`src/periph_params.svh`:
```
// Address map and register offsets of the peripheral subsystem
// Offsets are byte offsets within a 64-byte register window per peripheral
`ifndef PERIPH_PARAMS_SVH
`define PERIPH_PARAMS_SVH

// Peripheral select field of the bus address
`define PERIPH_SEL_BIT_HI 13
`define PERIPH_SEL_BIT_LO 12

`define PERIPH_BASE_PLIC  32'h0000_0000
`define PERIPH_BASE_GPIO  32'h0000_1000
`define PERIPH_BASE_TIMER 32'h0000_2000

`define PLIC_PENDING 6'h00
`define PLIC_ENABLE  6'h04
`define PLIC_CLAIM   6'h08
`define PLIC_MSIP    6'h0C

`define GPIO_OUT         6'h00
`define GPIO_DIR         6'h04
`define GPIO_IN          6'h08
`define GPIO_INTR_EN     6'h0C
`define GPIO_INTR_STATUS 6'h10

`define TIMER_CTRL    6'h00
`define TIMER_COUNT   6'h04
`define TIMER_COMPARE 6'h08

// Source 0 is reserved and reads as no interrupt
`define PLIC_NUM_SRC       16
`define GPIO_WIDTH         8
`define PERIPH_NUM_EXT_INT 4

`define PLIC_SRC_GPIO  1
`define PLIC_SRC_TIMER 9
`define PLIC_SRC_EXT   10

`endif

```
`src/periph_pkg.sv`:
```
// Types shared by the register bus and the peripherals
`default_nettype none

package periph_pkg;

  typedef enum logic {
    REG_READ  = 1'b0,
    REG_WRITE = 1'b1
  } reg_op_e;

  typedef enum logic {
    BR_IDLE = 1'b0,
    BR_RESP = 1'b1
  } bridge_state_e;

  // Encoding follows the address select bits
  typedef enum logic [1:0] {
    SEL_PLIC  = 2'd0,
    SEL_GPIO  = 2'd1,
    SEL_TIMER = 2'd2,
    SEL_NONE  = 2'd3
  } periph_sel_e;

  // Byte-enable merge of a 32-bit register write
  function automatic logic [31:0] be_merge(input logic [31:0] old_val,
                                           input logic [31:0] new_val,
                                           input logic [3:0]  be);
    logic [31:0] res;
    res = old_val;
    for (int i = 0; i < 4; i++) begin
      if (be[i]) begin
        res[8*i +: 8] = new_val[8*i +: 8];
      end
    end
    return res;
  endfunction

endpackage

`default_nettype wire

```
`src/obi_to_reg.sv`:
```
// One access in flight; the response always comes one cycle after the grant
// Read data of writes is returned as zero
`timescale 1ns/100ps
`default_nettype none

module obi_to_reg (
  input  wire logic               clk_i,
  input  wire logic               rst_i,
  input  wire logic               req_i,
  input  wire logic               we_i,
  input  wire logic [31:0]        addr_i,
  input  wire logic [31:0]        wdata_i,
  input  wire logic [3:0]         be_i,
  output logic                    gnt_o,
  output logic                    rvalid_o,
  output logic [31:0]             rdata_o,
  output logic                    err_o,
  output logic                    reg_valid_o,
  output periph_pkg::reg_op_e     reg_op_o,
  output logic [31:0]             reg_addr_o,
  output logic [31:0]             reg_wdata_o,
  output logic [3:0]              reg_be_o,
  input  wire logic [31:0]        reg_rdata_i,
  input  wire logic               reg_err_i
);

  import periph_pkg::*;

  bridge_state_e state_q;
  bridge_state_e state_d;
  logic          grant;
  logic [31:0]   rsp_rdata_q;
  logic          rsp_err_q;

  assign gnt_o = (state_q == BR_IDLE);
  assign grant = req_i && gnt_o;

  // Strobe goes out in the grant cycle
  assign reg_valid_o = grant;
  assign reg_op_o    = we_i ? REG_WRITE : REG_READ;
  assign reg_addr_o  = addr_i;
  assign reg_wdata_o = wdata_i;
  assign reg_be_o    = be_i;

  always_comb begin
    state_d = state_q;
    case (state_q)
      BR_IDLE: if (grant) state_d = BR_RESP;
      BR_RESP: state_d = BR_IDLE;
      default: state_d = BR_IDLE;
    endcase
  end

  always_ff @(posedge clk_i) begin
    if (rst_i) begin
      state_q <= BR_IDLE;
    end else begin
      state_q <= state_d;
    end
  end

  always_ff @(posedge clk_i) begin
    if (grant) begin
      rsp_rdata_q <= we_i ? 32'h0 : reg_rdata_i;
      rsp_err_q   <= reg_err_i;
    end
  end

  assign rvalid_o = (state_q == BR_RESP);
  assign rdata_o  = rsp_rdata_q;
  assign err_o    = rsp_err_q;

  a_rvalid_after_gnt: assert property (@(posedge clk_i) disable iff (rst_i)
    rvalid_o |-> $past(req_i && gnt_o));

endmodule

`default_nettype wire

```
`src/periph_reg_demux.sv`:
```
// Only the select bits and the word offset are decoded, so the map aliases
// above bit 13; select value 3 answers with an error
`timescale 1ns/100ps
`default_nettype none

`include "periph_params.svh"

module periph_reg_demux (
  input  wire logic                reg_valid_i,
  input  periph_pkg::reg_op_e      reg_op_i,
  input  wire logic [31:0]         reg_addr_i,
  input  wire logic [31:0]         reg_wdata_i,
  input  wire logic [3:0]          reg_be_i,
  output logic [31:0]              reg_rdata_o,
  output logic                     reg_err_o,
  output logic                     plic_valid_o,
  output logic                     gpio_valid_o,
  output logic                     tmr_valid_o,
  output periph_pkg::reg_op_e      op_o,
  output logic [3:0]               offset_o,
  output logic [31:0]              wdata_o,
  output logic [3:0]               be_o,
  input  wire logic [31:0]         plic_rdata_i,
  input  wire logic [31:0]         gpio_rdata_i,
  input  wire logic [31:0]         tmr_rdata_i
);

  import periph_pkg::*;

  localparam logic [31:0] sel_mask = ((32'h1 << (`PERIPH_SEL_BIT_HI + 1)) - 32'h1) &
                                     ~((32'h1 << `PERIPH_SEL_BIT_LO) - 32'h1);

  logic [31:0] addr_base;
  periph_sel_e sel;

  assign addr_base = reg_addr_i & sel_mask;

  always_comb begin
    case (addr_base)
      `PERIPH_BASE_PLIC:  sel = SEL_PLIC;
      `PERIPH_BASE_GPIO:  sel = SEL_GPIO;
      `PERIPH_BASE_TIMER: sel = SEL_TIMER;
      default:            sel = SEL_NONE;
    endcase
  end

  assign plic_valid_o = reg_valid_i && (sel == SEL_PLIC);
  assign gpio_valid_o = reg_valid_i && (sel == SEL_GPIO);
  assign tmr_valid_o  = reg_valid_i && (sel == SEL_TIMER);

  assign op_o     = reg_op_i;
  assign offset_o = reg_addr_i[5:2];
  assign wdata_o  = reg_wdata_i;
  assign be_o     = reg_be_i;

  always_comb begin
    case (sel)
      SEL_PLIC:  reg_rdata_o = plic_rdata_i;
      SEL_GPIO:  reg_rdata_o = gpio_rdata_i;
      SEL_TIMER: reg_rdata_o = tmr_rdata_i;
      default:   reg_rdata_o = 32'h0;
    endcase
  end

  assign reg_err_o = (sel == SEL_NONE);

endmodule

`default_nettype wire

```
`src/intr_ctrl.sv`:
```
// Reduced PLIC with level sources and no priorities or threshold; lowest ID claims first
// A claim clears the pending bit; a source still high sets it again next cycle
`timescale 1ns/100ps
`default_nettype none

`include "periph_params.svh"

module intr_ctrl (
  input  wire logic                     clk_i,
  input  wire logic                     rst_i,
  input  wire logic                     valid_i,
  input  periph_pkg::reg_op_e           op_i,
  input  wire logic [3:0]               offset_i,
  input  wire logic [31:0]              wdata_i,
  input  wire logic [3:0]               be_i,
  input  wire logic [`PLIC_NUM_SRC-1:0] intr_src_i,
  output logic [31:0]                   rdata_o,
  output logic                          irq_o,
  output logic                          msip_o
);

  import periph_pkg::*;

  localparam int id_w = $clog2(`PLIC_NUM_SRC);

  logic [`PLIC_NUM_SRC-1:0] pending_q;
  logic [`PLIC_NUM_SRC-1:0] enable_q;
  logic                     msip_q;
  logic [`PLIC_NUM_SRC-1:0] pend_en;
  logic [`PLIC_NUM_SRC-1:0] claim_clr;
  logic [id_w-1:0]          claim_id;
  logic [5:0]               reg_off;
  logic                     wr;
  logic                     claim_rd;

  assign reg_off  = {offset_i, 2'b00};
  assign wr       = valid_i && (op_i == REG_WRITE);
  assign claim_rd = valid_i && (op_i == REG_READ) && (reg_off == `PLIC_CLAIM);
  assign pend_en  = pending_q & enable_q;

  // Scan downwards so the lowest ID is left at the end
  always_comb begin
    claim_id = '0;
    for (int i = `PLIC_NUM_SRC - 1; i > 0; i--) begin
      if (pend_en[i]) claim_id = id_w'(i);
    end
  end

  always_comb begin
    claim_clr = '0;
    if (claim_rd && (claim_id != '0)) claim_clr[claim_id] = 1'b1;
  end

  always_ff @(posedge clk_i) begin
    if (rst_i) begin
      pending_q <= '0;
      enable_q  <= '0;
      msip_q    <= 1'b0;
    end else begin
      pending_q    <= (pending_q | intr_src_i) & ~claim_clr;
      pending_q[0] <= 1'b0;
      if (wr && (reg_off == `PLIC_ENABLE)) begin
        for (int b = 0; b < `PLIC_NUM_SRC / 8; b++) begin
          if (be_i[b]) enable_q[8*b +: 8] <= wdata_i[8*b +: 8];
        end
      end
      if (wr && (reg_off == `PLIC_MSIP) && be_i[0]) msip_q <= wdata_i[0];
    end
  end

  always_comb begin
    case (reg_off)
      `PLIC_PENDING: rdata_o = 32'(pending_q);
      `PLIC_ENABLE:  rdata_o = 32'(enable_q);
      `PLIC_CLAIM:   rdata_o = 32'(claim_id);
      `PLIC_MSIP:    rdata_o = {31'h0, msip_q};
      default:       rdata_o = 32'h0;
    endcase
  end

  assign irq_o  = |pend_en;
  assign msip_o = msip_q;

  a_src0_not_driven: assert property (@(posedge clk_i) disable iff (rst_i)
    !intr_src_i[0]);

endmodule

`default_nettype wire

```
`src/gpio_ctrl.sv`:
```
// Inputs pass two sync flops; only rising edges raise interrupts
// Status bits are sticky and cleared by writing 1
`timescale 1ns/100ps
`default_nettype none

`include "periph_params.svh"

module gpio_ctrl (
  input  wire logic                   clk_i,
  input  wire logic                   rst_i,
  input  wire logic                   valid_i,
  input  periph_pkg::reg_op_e         op_i,
  input  wire logic [3:0]             offset_i,
  input  wire logic [31:0]            wdata_i,
  input  wire logic [3:0]             be_i,
  input  wire logic [`GPIO_WIDTH-1:0] gpio_i,
  output logic [31:0]                 rdata_o,
  output logic [`GPIO_WIDTH-1:0]      gpio_o,
  output logic [`GPIO_WIDTH-1:0]      gpio_en_o,
  output logic [`GPIO_WIDTH-1:0]      intr_o
);

  import periph_pkg::*;

  logic [`GPIO_WIDTH-1:0] out_q, dir_q, intr_en_q, status_q;
  logic [`GPIO_WIDTH-1:0] sync1_q, sync2_q, prev_q;
  logic [`GPIO_WIDTH-1:0] rise;
  logic [5:0]             reg_off;
  logic                   wr;

  assign reg_off = {offset_i, 2'b00};
  assign wr      = valid_i && (op_i == REG_WRITE) && be_i[0];
  assign rise    = sync2_q & ~prev_q;

  always_ff @(posedge clk_i) begin
    if (rst_i) begin
      sync1_q   <= '0;
      sync2_q   <= '0;
      prev_q    <= '0;
      out_q     <= '0;
      dir_q     <= '0;
      intr_en_q <= '0;
      status_q  <= '0;
    end else begin
      sync1_q <= gpio_i;
      sync2_q <= sync1_q;
      prev_q  <= sync2_q;
      if (wr && (reg_off == `GPIO_OUT))     out_q     <= wdata_i[`GPIO_WIDTH-1:0];
      if (wr && (reg_off == `GPIO_DIR))     dir_q     <= wdata_i[`GPIO_WIDTH-1:0];
      if (wr && (reg_off == `GPIO_INTR_EN)) intr_en_q <= wdata_i[`GPIO_WIDTH-1:0];
      // A new edge wins over a clear in the same cycle
      if (wr && (reg_off == `GPIO_INTR_STATUS)) begin
        status_q <= (status_q & ~wdata_i[`GPIO_WIDTH-1:0]) | (rise & intr_en_q);
      end else begin
        status_q <= status_q | (rise & intr_en_q);
      end
    end
  end

  always_comb begin
    case (reg_off)
      `GPIO_OUT:         rdata_o = 32'(out_q);
      `GPIO_DIR:         rdata_o = 32'(dir_q);
      `GPIO_IN:          rdata_o = 32'(sync2_q);
      `GPIO_INTR_EN:     rdata_o = 32'(intr_en_q);
      `GPIO_INTR_STATUS: rdata_o = 32'(status_q);
      default:           rdata_o = 32'h0;
    endcase
  end

  assign gpio_o    = out_q;
  assign gpio_en_o = dir_q;
  assign intr_o    = status_q;

endmodule

`default_nettype wire

```
`src/event_timer.sv`:
```
// 32-bit up counter; the interrupt is a level, not a pulse
// Counter wraps silently at the top
`timescale 1ns/100ps
`default_nettype none

`include "periph_params.svh"

module event_timer (
  input  wire logic          clk_i,
  input  wire logic          rst_i,
  input  wire logic          valid_i,
  input  periph_pkg::reg_op_e op_i,
  input  wire logic [3:0]    offset_i,
  input  wire logic [31:0]   wdata_i,
  input  wire logic [3:0]    be_i,
  output logic [31:0]        rdata_o,
  output logic               intr_o
);

  import periph_pkg::*;

  logic        en_q;
  logic [31:0] count_q;
  logic [31:0] compare_q;
  logic [5:0]  reg_off;
  logic        wr;

  assign reg_off = {offset_i, 2'b00};
  assign wr      = valid_i && (op_i == REG_WRITE);

  always_ff @(posedge clk_i) begin
    if (rst_i) begin
      en_q      <= 1'b0;
      count_q   <= 32'h0;
      compare_q <= 32'h0;
    end else begin
      if (wr && (reg_off == `TIMER_CTRL) && be_i[0]) en_q <= wdata_i[0];
      // Load takes priority over counting
      if (wr && (reg_off == `TIMER_COUNT)) begin
        count_q <= be_merge(count_q, wdata_i, be_i);
      end else if (en_q) begin
        count_q <= count_q + 32'h1;
      end
      if (wr && (reg_off == `TIMER_COMPARE)) compare_q <= be_merge(compare_q, wdata_i, be_i);
    end
  end

  always_comb begin
    case (reg_off)
      `TIMER_CTRL:    rdata_o = {31'h0, en_q};
      `TIMER_COUNT:   rdata_o = count_q;
      `TIMER_COMPARE: rdata_o = compare_q;
      default:        rdata_o = 32'h0;
    endcase
  end

  assign intr_o = en_q && (count_q >= compare_q);

endmodule

`default_nettype wire

```
`src/peripheral_subsystem.sv`:
```
// PLIC at 0x0000, GPIO at 0x1000, timer at 0x2000; 0x3000 is unmapped
// Interrupt sources are GPIO 1-8, timer 9 and external 10-13
`timescale 1ns/100ps
`default_nettype none

`include "periph_params.svh"

module peripheral_subsystem (
  input  wire logic                          clk_i,
  input  wire logic                          rst_i,
  input  wire logic                          slave_req_i,
  input  wire logic                          slave_we_i,
  input  wire logic [31:0]                   slave_addr_i,
  input  wire logic [31:0]                   slave_wdata_i,
  input  wire logic [3:0]                    slave_be_i,
  output logic                               slave_gnt_o,
  output logic                               slave_rvalid_o,
  output logic [31:0]                        slave_rdata_o,
  output logic                               slave_err_o,
  input  wire logic [`PERIPH_NUM_EXT_INT-1:0] intr_ext_i,
  output logic                               irq_plic_o,
  output logic                               msip_o,
  input  wire logic [`GPIO_WIDTH-1:0]        gpio_i,
  output logic [`GPIO_WIDTH-1:0]             gpio_o,
  output logic [`GPIO_WIDTH-1:0]             gpio_en_o,
  output logic                               timer_intr_o
);

  import periph_pkg::*;

  logic        reg_valid, reg_err;
  reg_op_e     reg_op, per_op;
  logic [31:0] reg_addr, reg_wdata, reg_rdata, per_wdata;
  logic [3:0]  reg_be, per_be, per_offset;
  logic        plic_valid, gpio_valid, tmr_valid;
  logic [31:0] plic_rdata, gpio_rdata, tmr_rdata;

  logic [`GPIO_WIDTH-1:0]  gpio_intr;
  logic [`PLIC_NUM_SRC-1:0] intr_src;

  assign intr_src[0] = 1'b0;
  assign intr_src[`PLIC_SRC_GPIO +: `GPIO_WIDTH] = gpio_intr;
  assign intr_src[`PLIC_SRC_TIMER] = timer_intr_o;
  assign intr_src[`PLIC_SRC_EXT +: `PERIPH_NUM_EXT_INT] = intr_ext_i;
  assign intr_src[`PLIC_NUM_SRC-1:`PLIC_SRC_EXT+`PERIPH_NUM_EXT_INT] = '0;

  obi_to_reg u_bridge (
    .clk_i, .rst_i,
    .req_i(slave_req_i), .we_i(slave_we_i), .addr_i(slave_addr_i),
    .wdata_i(slave_wdata_i), .be_i(slave_be_i),
    .gnt_o(slave_gnt_o), .rvalid_o(slave_rvalid_o),
    .rdata_o(slave_rdata_o), .err_o(slave_err_o),
    .reg_valid_o(reg_valid), .reg_op_o(reg_op), .reg_addr_o(reg_addr),
    .reg_wdata_o(reg_wdata), .reg_be_o(reg_be),
    .reg_rdata_i(reg_rdata), .reg_err_i(reg_err)
  );

  periph_reg_demux u_demux (
    .reg_valid_i(reg_valid), .reg_op_i(reg_op), .reg_addr_i(reg_addr),
    .reg_wdata_i(reg_wdata), .reg_be_i(reg_be),
    .reg_rdata_o(reg_rdata), .reg_err_o(reg_err),
    .plic_valid_o(plic_valid), .gpio_valid_o(gpio_valid), .tmr_valid_o(tmr_valid),
    .op_o(per_op), .offset_o(per_offset), .wdata_o(per_wdata), .be_o(per_be),
    .plic_rdata_i(plic_rdata), .gpio_rdata_i(gpio_rdata), .tmr_rdata_i(tmr_rdata)
  );

  intr_ctrl u_plic (
    .clk_i, .rst_i,
    .valid_i(plic_valid), .op_i(per_op), .offset_i(per_offset),
    .wdata_i(per_wdata), .be_i(per_be), .intr_src_i(intr_src),
    .rdata_o(plic_rdata), .irq_o(irq_plic_o), .msip_o
  );

  gpio_ctrl u_gpio (
    .clk_i, .rst_i,
    .valid_i(gpio_valid), .op_i(per_op), .offset_i(per_offset),
    .wdata_i(per_wdata), .be_i(per_be), .gpio_i,
    .rdata_o(gpio_rdata), .gpio_o, .gpio_en_o, .intr_o(gpio_intr)
  );

  event_timer u_timer (
    .clk_i, .rst_i,
    .valid_i(tmr_valid), .op_i(per_op), .offset_i(per_offset),
    .wdata_i(per_wdata), .be_i(per_be),
    .rdata_o(tmr_rdata), .intr_o(timer_intr_o)
  );

endmodule

`default_nettype wire

```
`config.mk`:
```
export PLATFORM = sky130hd
export DESIGN_NAME = peripheral_subsystem
export DESIGN_NICKNAME = d
export VERILOG_FILES = /design/src/periph_pkg.sv /design/src/obi_to_reg.sv /design/src/periph_reg_demux.sv /design/src/intr_ctrl.sv /design/src/gpio_ctrl.sv /design/src/event_timer.sv /design/src/peripheral_subsystem.sv
export VERILOG_INCLUDE_DIRS = /design/src /design/src/src
export SDC_FILE = /design/constraint.sdc
export NUM_CORES = 1
export LEC_CHECK = 0
export BUFFER_PORTS_ARGS = -buffer_cell sky130_fd_sc_hd__buf_2
export CORE_UTILIZATION = 28
export CTS_BUF_LIST = sky130_fd_sc_hd__clkbuf_8
export DETAILED_ROUTE_END_ITERATION = 10
export GPL_TIMING_DRIVEN = 0
export SLEW_MARGIN = 40
export SYNTH_ARGS = -nofsm -noshare
export SYNTH_HDL_FRONTEND = slang
export SYNTH_SLANG_ARGS = --single-unit
```
`constraint.sdc`:
```
create_clock -name clk_i -period 3.6 [get_ports clk_i]
set_input_delay 0.36 -clock clk_i [delete_from_list [all_inputs] [get_ports clk_i]]
set_output_delay 0.36 -clock clk_i [all_outputs]
set_load 0.05 [all_outputs]
```
==> run metrics <==
Tmin final 3.48 ns; largest net degree at the start of global routing 20; Top FF cell, synth dfxtp_1; number of synthesized flops with an enable pin 33; global-route wire length before repair 48,900 µm; syn_area_per_cell 8.49 µm²; WP data arrival 3.12 ns; Starting Density 28.6%; ratio of cells with drive above 1 in the final layout 13.7%; Synth top area share 32.9%; Seq/Total Area, Yosys 43.5%; startpoint class of the critical path flip-flop; hold_ws 0.0707 ns; crit-path most repeated cell buf_4; Hold Vio Cnt, Final 0; PortBufs 109; delay of the slowest critical-path stage 0.63 ns; worst hold path type in -> reg; count of pins over their slew limit 0; Buf+Inv Stages, Crit Path 3; clock network power share 35.7%; Worst Path Max Fanout 3; number of I/O pins 138; pre-CTS setup slack 0.0981 ns; Lkg Pwr 3.81 nW; WL per Instance 18.9 µm; RSZ-0062 raised after global routing no; num rows 66; initial antenna violation count 3; final setup fails 0; power per cell area 354 mW/mm²; Max-slew headroom 43.1%; drt pass-1 iters 7; GRT Overall Usage 19.0%; area of the multi-input gates 0.00491 mm²; sw frac 28.6%; internal power 2.76 mW; non-filler cells, final 1,689; Worst EP required 3.24 ns; yosys warns 0; FILL cells 3,506; Area contributors post-synth dfxtp_1 33%, edfxtp_1 11%, nor2_1 6.5%, a21oi_1 5.4%, mux2i_1 5.3%; routability cong. 0.927; CTS tree yes; placed insts 1,655; WS Path Type reg -> out; die span in y 185 µm; Yosys reg bits 187; final wirelength 32,000 µm; Final #Nets 1,349; via/cell ratio 5.31; outcome complete, no violations; Crit path max-delay family simple AND/OR/NAND/NOR gates; max-cap violations 0; Synth Net Count 1,220; Die ar. 0.0342 mm²; Reg power frac 56.2%; Die Wd 185 µm; Skew-Pair Late Insertion Delay 0.49 ns; final worst-path cycle share 96.6%; CTS Hold Buffers Added 0; vias in the first global route 8,405; post-synthesis cell type count 64; Area growth, synth to finish 16.5%; Comb power frac 8.1%; clk_skew 0.0148 ns; worst setup margin 0.124 ns; H-tree Lvls 4; Cells after Synth 1,103; Slew @ Worst Pin 0.851 ns; total CTS buffers 17; maximum vdd drop 221 µV; CP cell instances inv_1 -> ha_1 -> nand3_1 -> or4_1 -> nor4_2 -> o41ai_1 -> o211ai_1 -> buf_4 -> buf_4; switching pwr 1.10 mW; Core Region 0.0327 mm²; DRC viols 0; Design Power 3.86 mW; cell taking the most area after synthesis dfxtp_1; gr ovfl total 0; ys async rst share 0%; Setup crit end kind primary output; CTS root buffer clkbuf_8; CTS sink count 187; Clock Tree Buf Depth 2; register area 0.00408 mm²; vias 8,971; Final ANT Viol Nets 0; Post-Syn Area 0.00936 mm²; DRT iter0 DRCs 854; Clock transition at path regs 0.11 ns; final core occ 33.4%; HPWL Detailed 24,400 µm; Max Clock Freq 0.288 GHz; Worst path slowest cell or4_1
synth_stat cells (5+ instances only):
master and instances:
nor2b_1 29, or3_1 8, or4_1 5, and2_1 7, nand2_1 94, dfxtp_1 154
o22ai_1 17, o21ai_0 39, nor4_1 7, a211oi_1 19, nor3_1 12, nand3b_1 10
and3_1 10, a22oi_1 60, nand4_1 8, o31ai_1 5, clkbuf_1 46, inv_1 50
nand3_1 51, edfxtp_1 33, nor2_1 162, a221oi_1 5, mux2i_1 50, ha_1 33
a21oi_1 101
cell usage in the layout (no fill, tap or decap), types with 11 or more instances in the layout:
cell      instances
mux2i_1          50
nand3_1          51
a22oi_1          60
o21ai_0          39
a211oi_1         18
nor2b_1          28
nand2_1          94
ha_1             33
nor2_1          159
edfxtp_1         33
inv_1            51
clkbuf_8         18
clkbuf_1         45
a21oi_1         101
buf_2           111
dfxtp_1         153
nor3_1           11
o22ai_1          17
power by group through the flow:
stage / clock network, mW / logic (mW) / registers, mW
4_1_cts: 1.42 / 0.312 / 2.17
2_1_floorplan: 0 / 0.105 / 2.28
3_5_place_dp: 0 / 0.311 / 2.22
3_3_place_gp: 0 / 0.306 / 2.22
6_report: 1.38 / 0.313 / 2.17
5_1_grt: 1.50 / 0.331 / 2.17
logic make-up after synthesis:
family	after synthesis	synth area share [%]
buffers and inverters	106	4.49
flip-flops	187	43.5
multiplexers	54	5.83
adder cells (fa/ha/maj)	33	4.41
XOR/XNOR	4	0.374
AND/OR/NAND/NOR	426	21.4
AO/OA/AOI/OAI	293	20.0
final timing paths:
path | slack, ns | end | from | cells after the start
max | 0.12 | timer_intr_o | u_timer.compare_q[29]$_SDFFE_PP0P_ | 9
max reg2reg | 0.80 | u_timer.count_q[1]$_SDFFE_PP0P_ | u_bridge.rvalid_o$_SDFF_PP0_ | 6
min | 0.07 | u_gpio.sync1_q[2]$_SDFF_PP0_ | gpio_i[2] | 2
min reg2reg | 0.45 | u_gpio.sync2_q[1]$_SDFF_PP0_ | u_gpio.sync1_q[1]$_SDFF_PP0_ | 1
registers in the layout, indices dropped and copies added (netlist names):
name and flops:
u_gpio.sync2_q 8, u_bridge.rdata_o 32, u_gpio.intr_o 8, u_gpio.gpio_o 8, u_timer.compare_q 32, u_timer.en_q 1, u_gpio.intr_en_q 8, u_plic.enable_q 16
u_plic.msip_o 1, u_bridge.rvalid_o 1, u_timer.count_q 32, u_plic.pending_q 15, u_gpio.prev_q 8, u_gpio.gpio_en_o 8, u_bridge.err_o 1, u_gpio.sync1_q 8
per-layer routing:
metal / wire (µm) / vias to the layer above / track usage (%)
li1: - / 4248 / -
met1: 14300 / 4284 / 26.2
met2: 14400 / 380 / 29.4
met3: 2380 / 57 / 3.30
met4: 854 / 2 / 6.88
met5: 8 / - / 0
worst reg2reg max path, stage by stage (launching register included):
cell	delay, ns
dfxtp_1	0.36
nand3b_1	0.50
or3_1	0.60
o21ai_1	0.47
clkbuf_1	0.41
nor2_1	0.07
a311oi_1	0.29
per-stage QoR:
| stage | setup TNS (ns) | instance area [µm²] |
|---|---|---|
| floorplan | 0 | 9360 |
| global placement | -20.22 | 10500 |
| detailed placement | 0 | 10500 |
| CTS | 0 | 10900 |
| global route | 0 | 10900 |
| finish | 0 | 10900 |
what timing repair did:
action	4_1_cts	5_1_grt
endpoints found under the setup margin	1	0
gates resized for setup	3	0
buffers inserted	1	0
layout make-up:
cell class                      instances  share of cell area, %
Buffer                                 55                   2.10
Sequential cell                       187                   37.4
Multi-Input combinational cell        810                   45.0
Antenna cell                            2                 0.0459
Tap cell                              442                   5.07
Inverter                               50                   1.72
Clock inverter                         14                   1.20
Timing Repair Buffer                  111                   5.23
Clock buffer                           18                   2.27
Note: power is estimated with default switching activity, not from simulation.
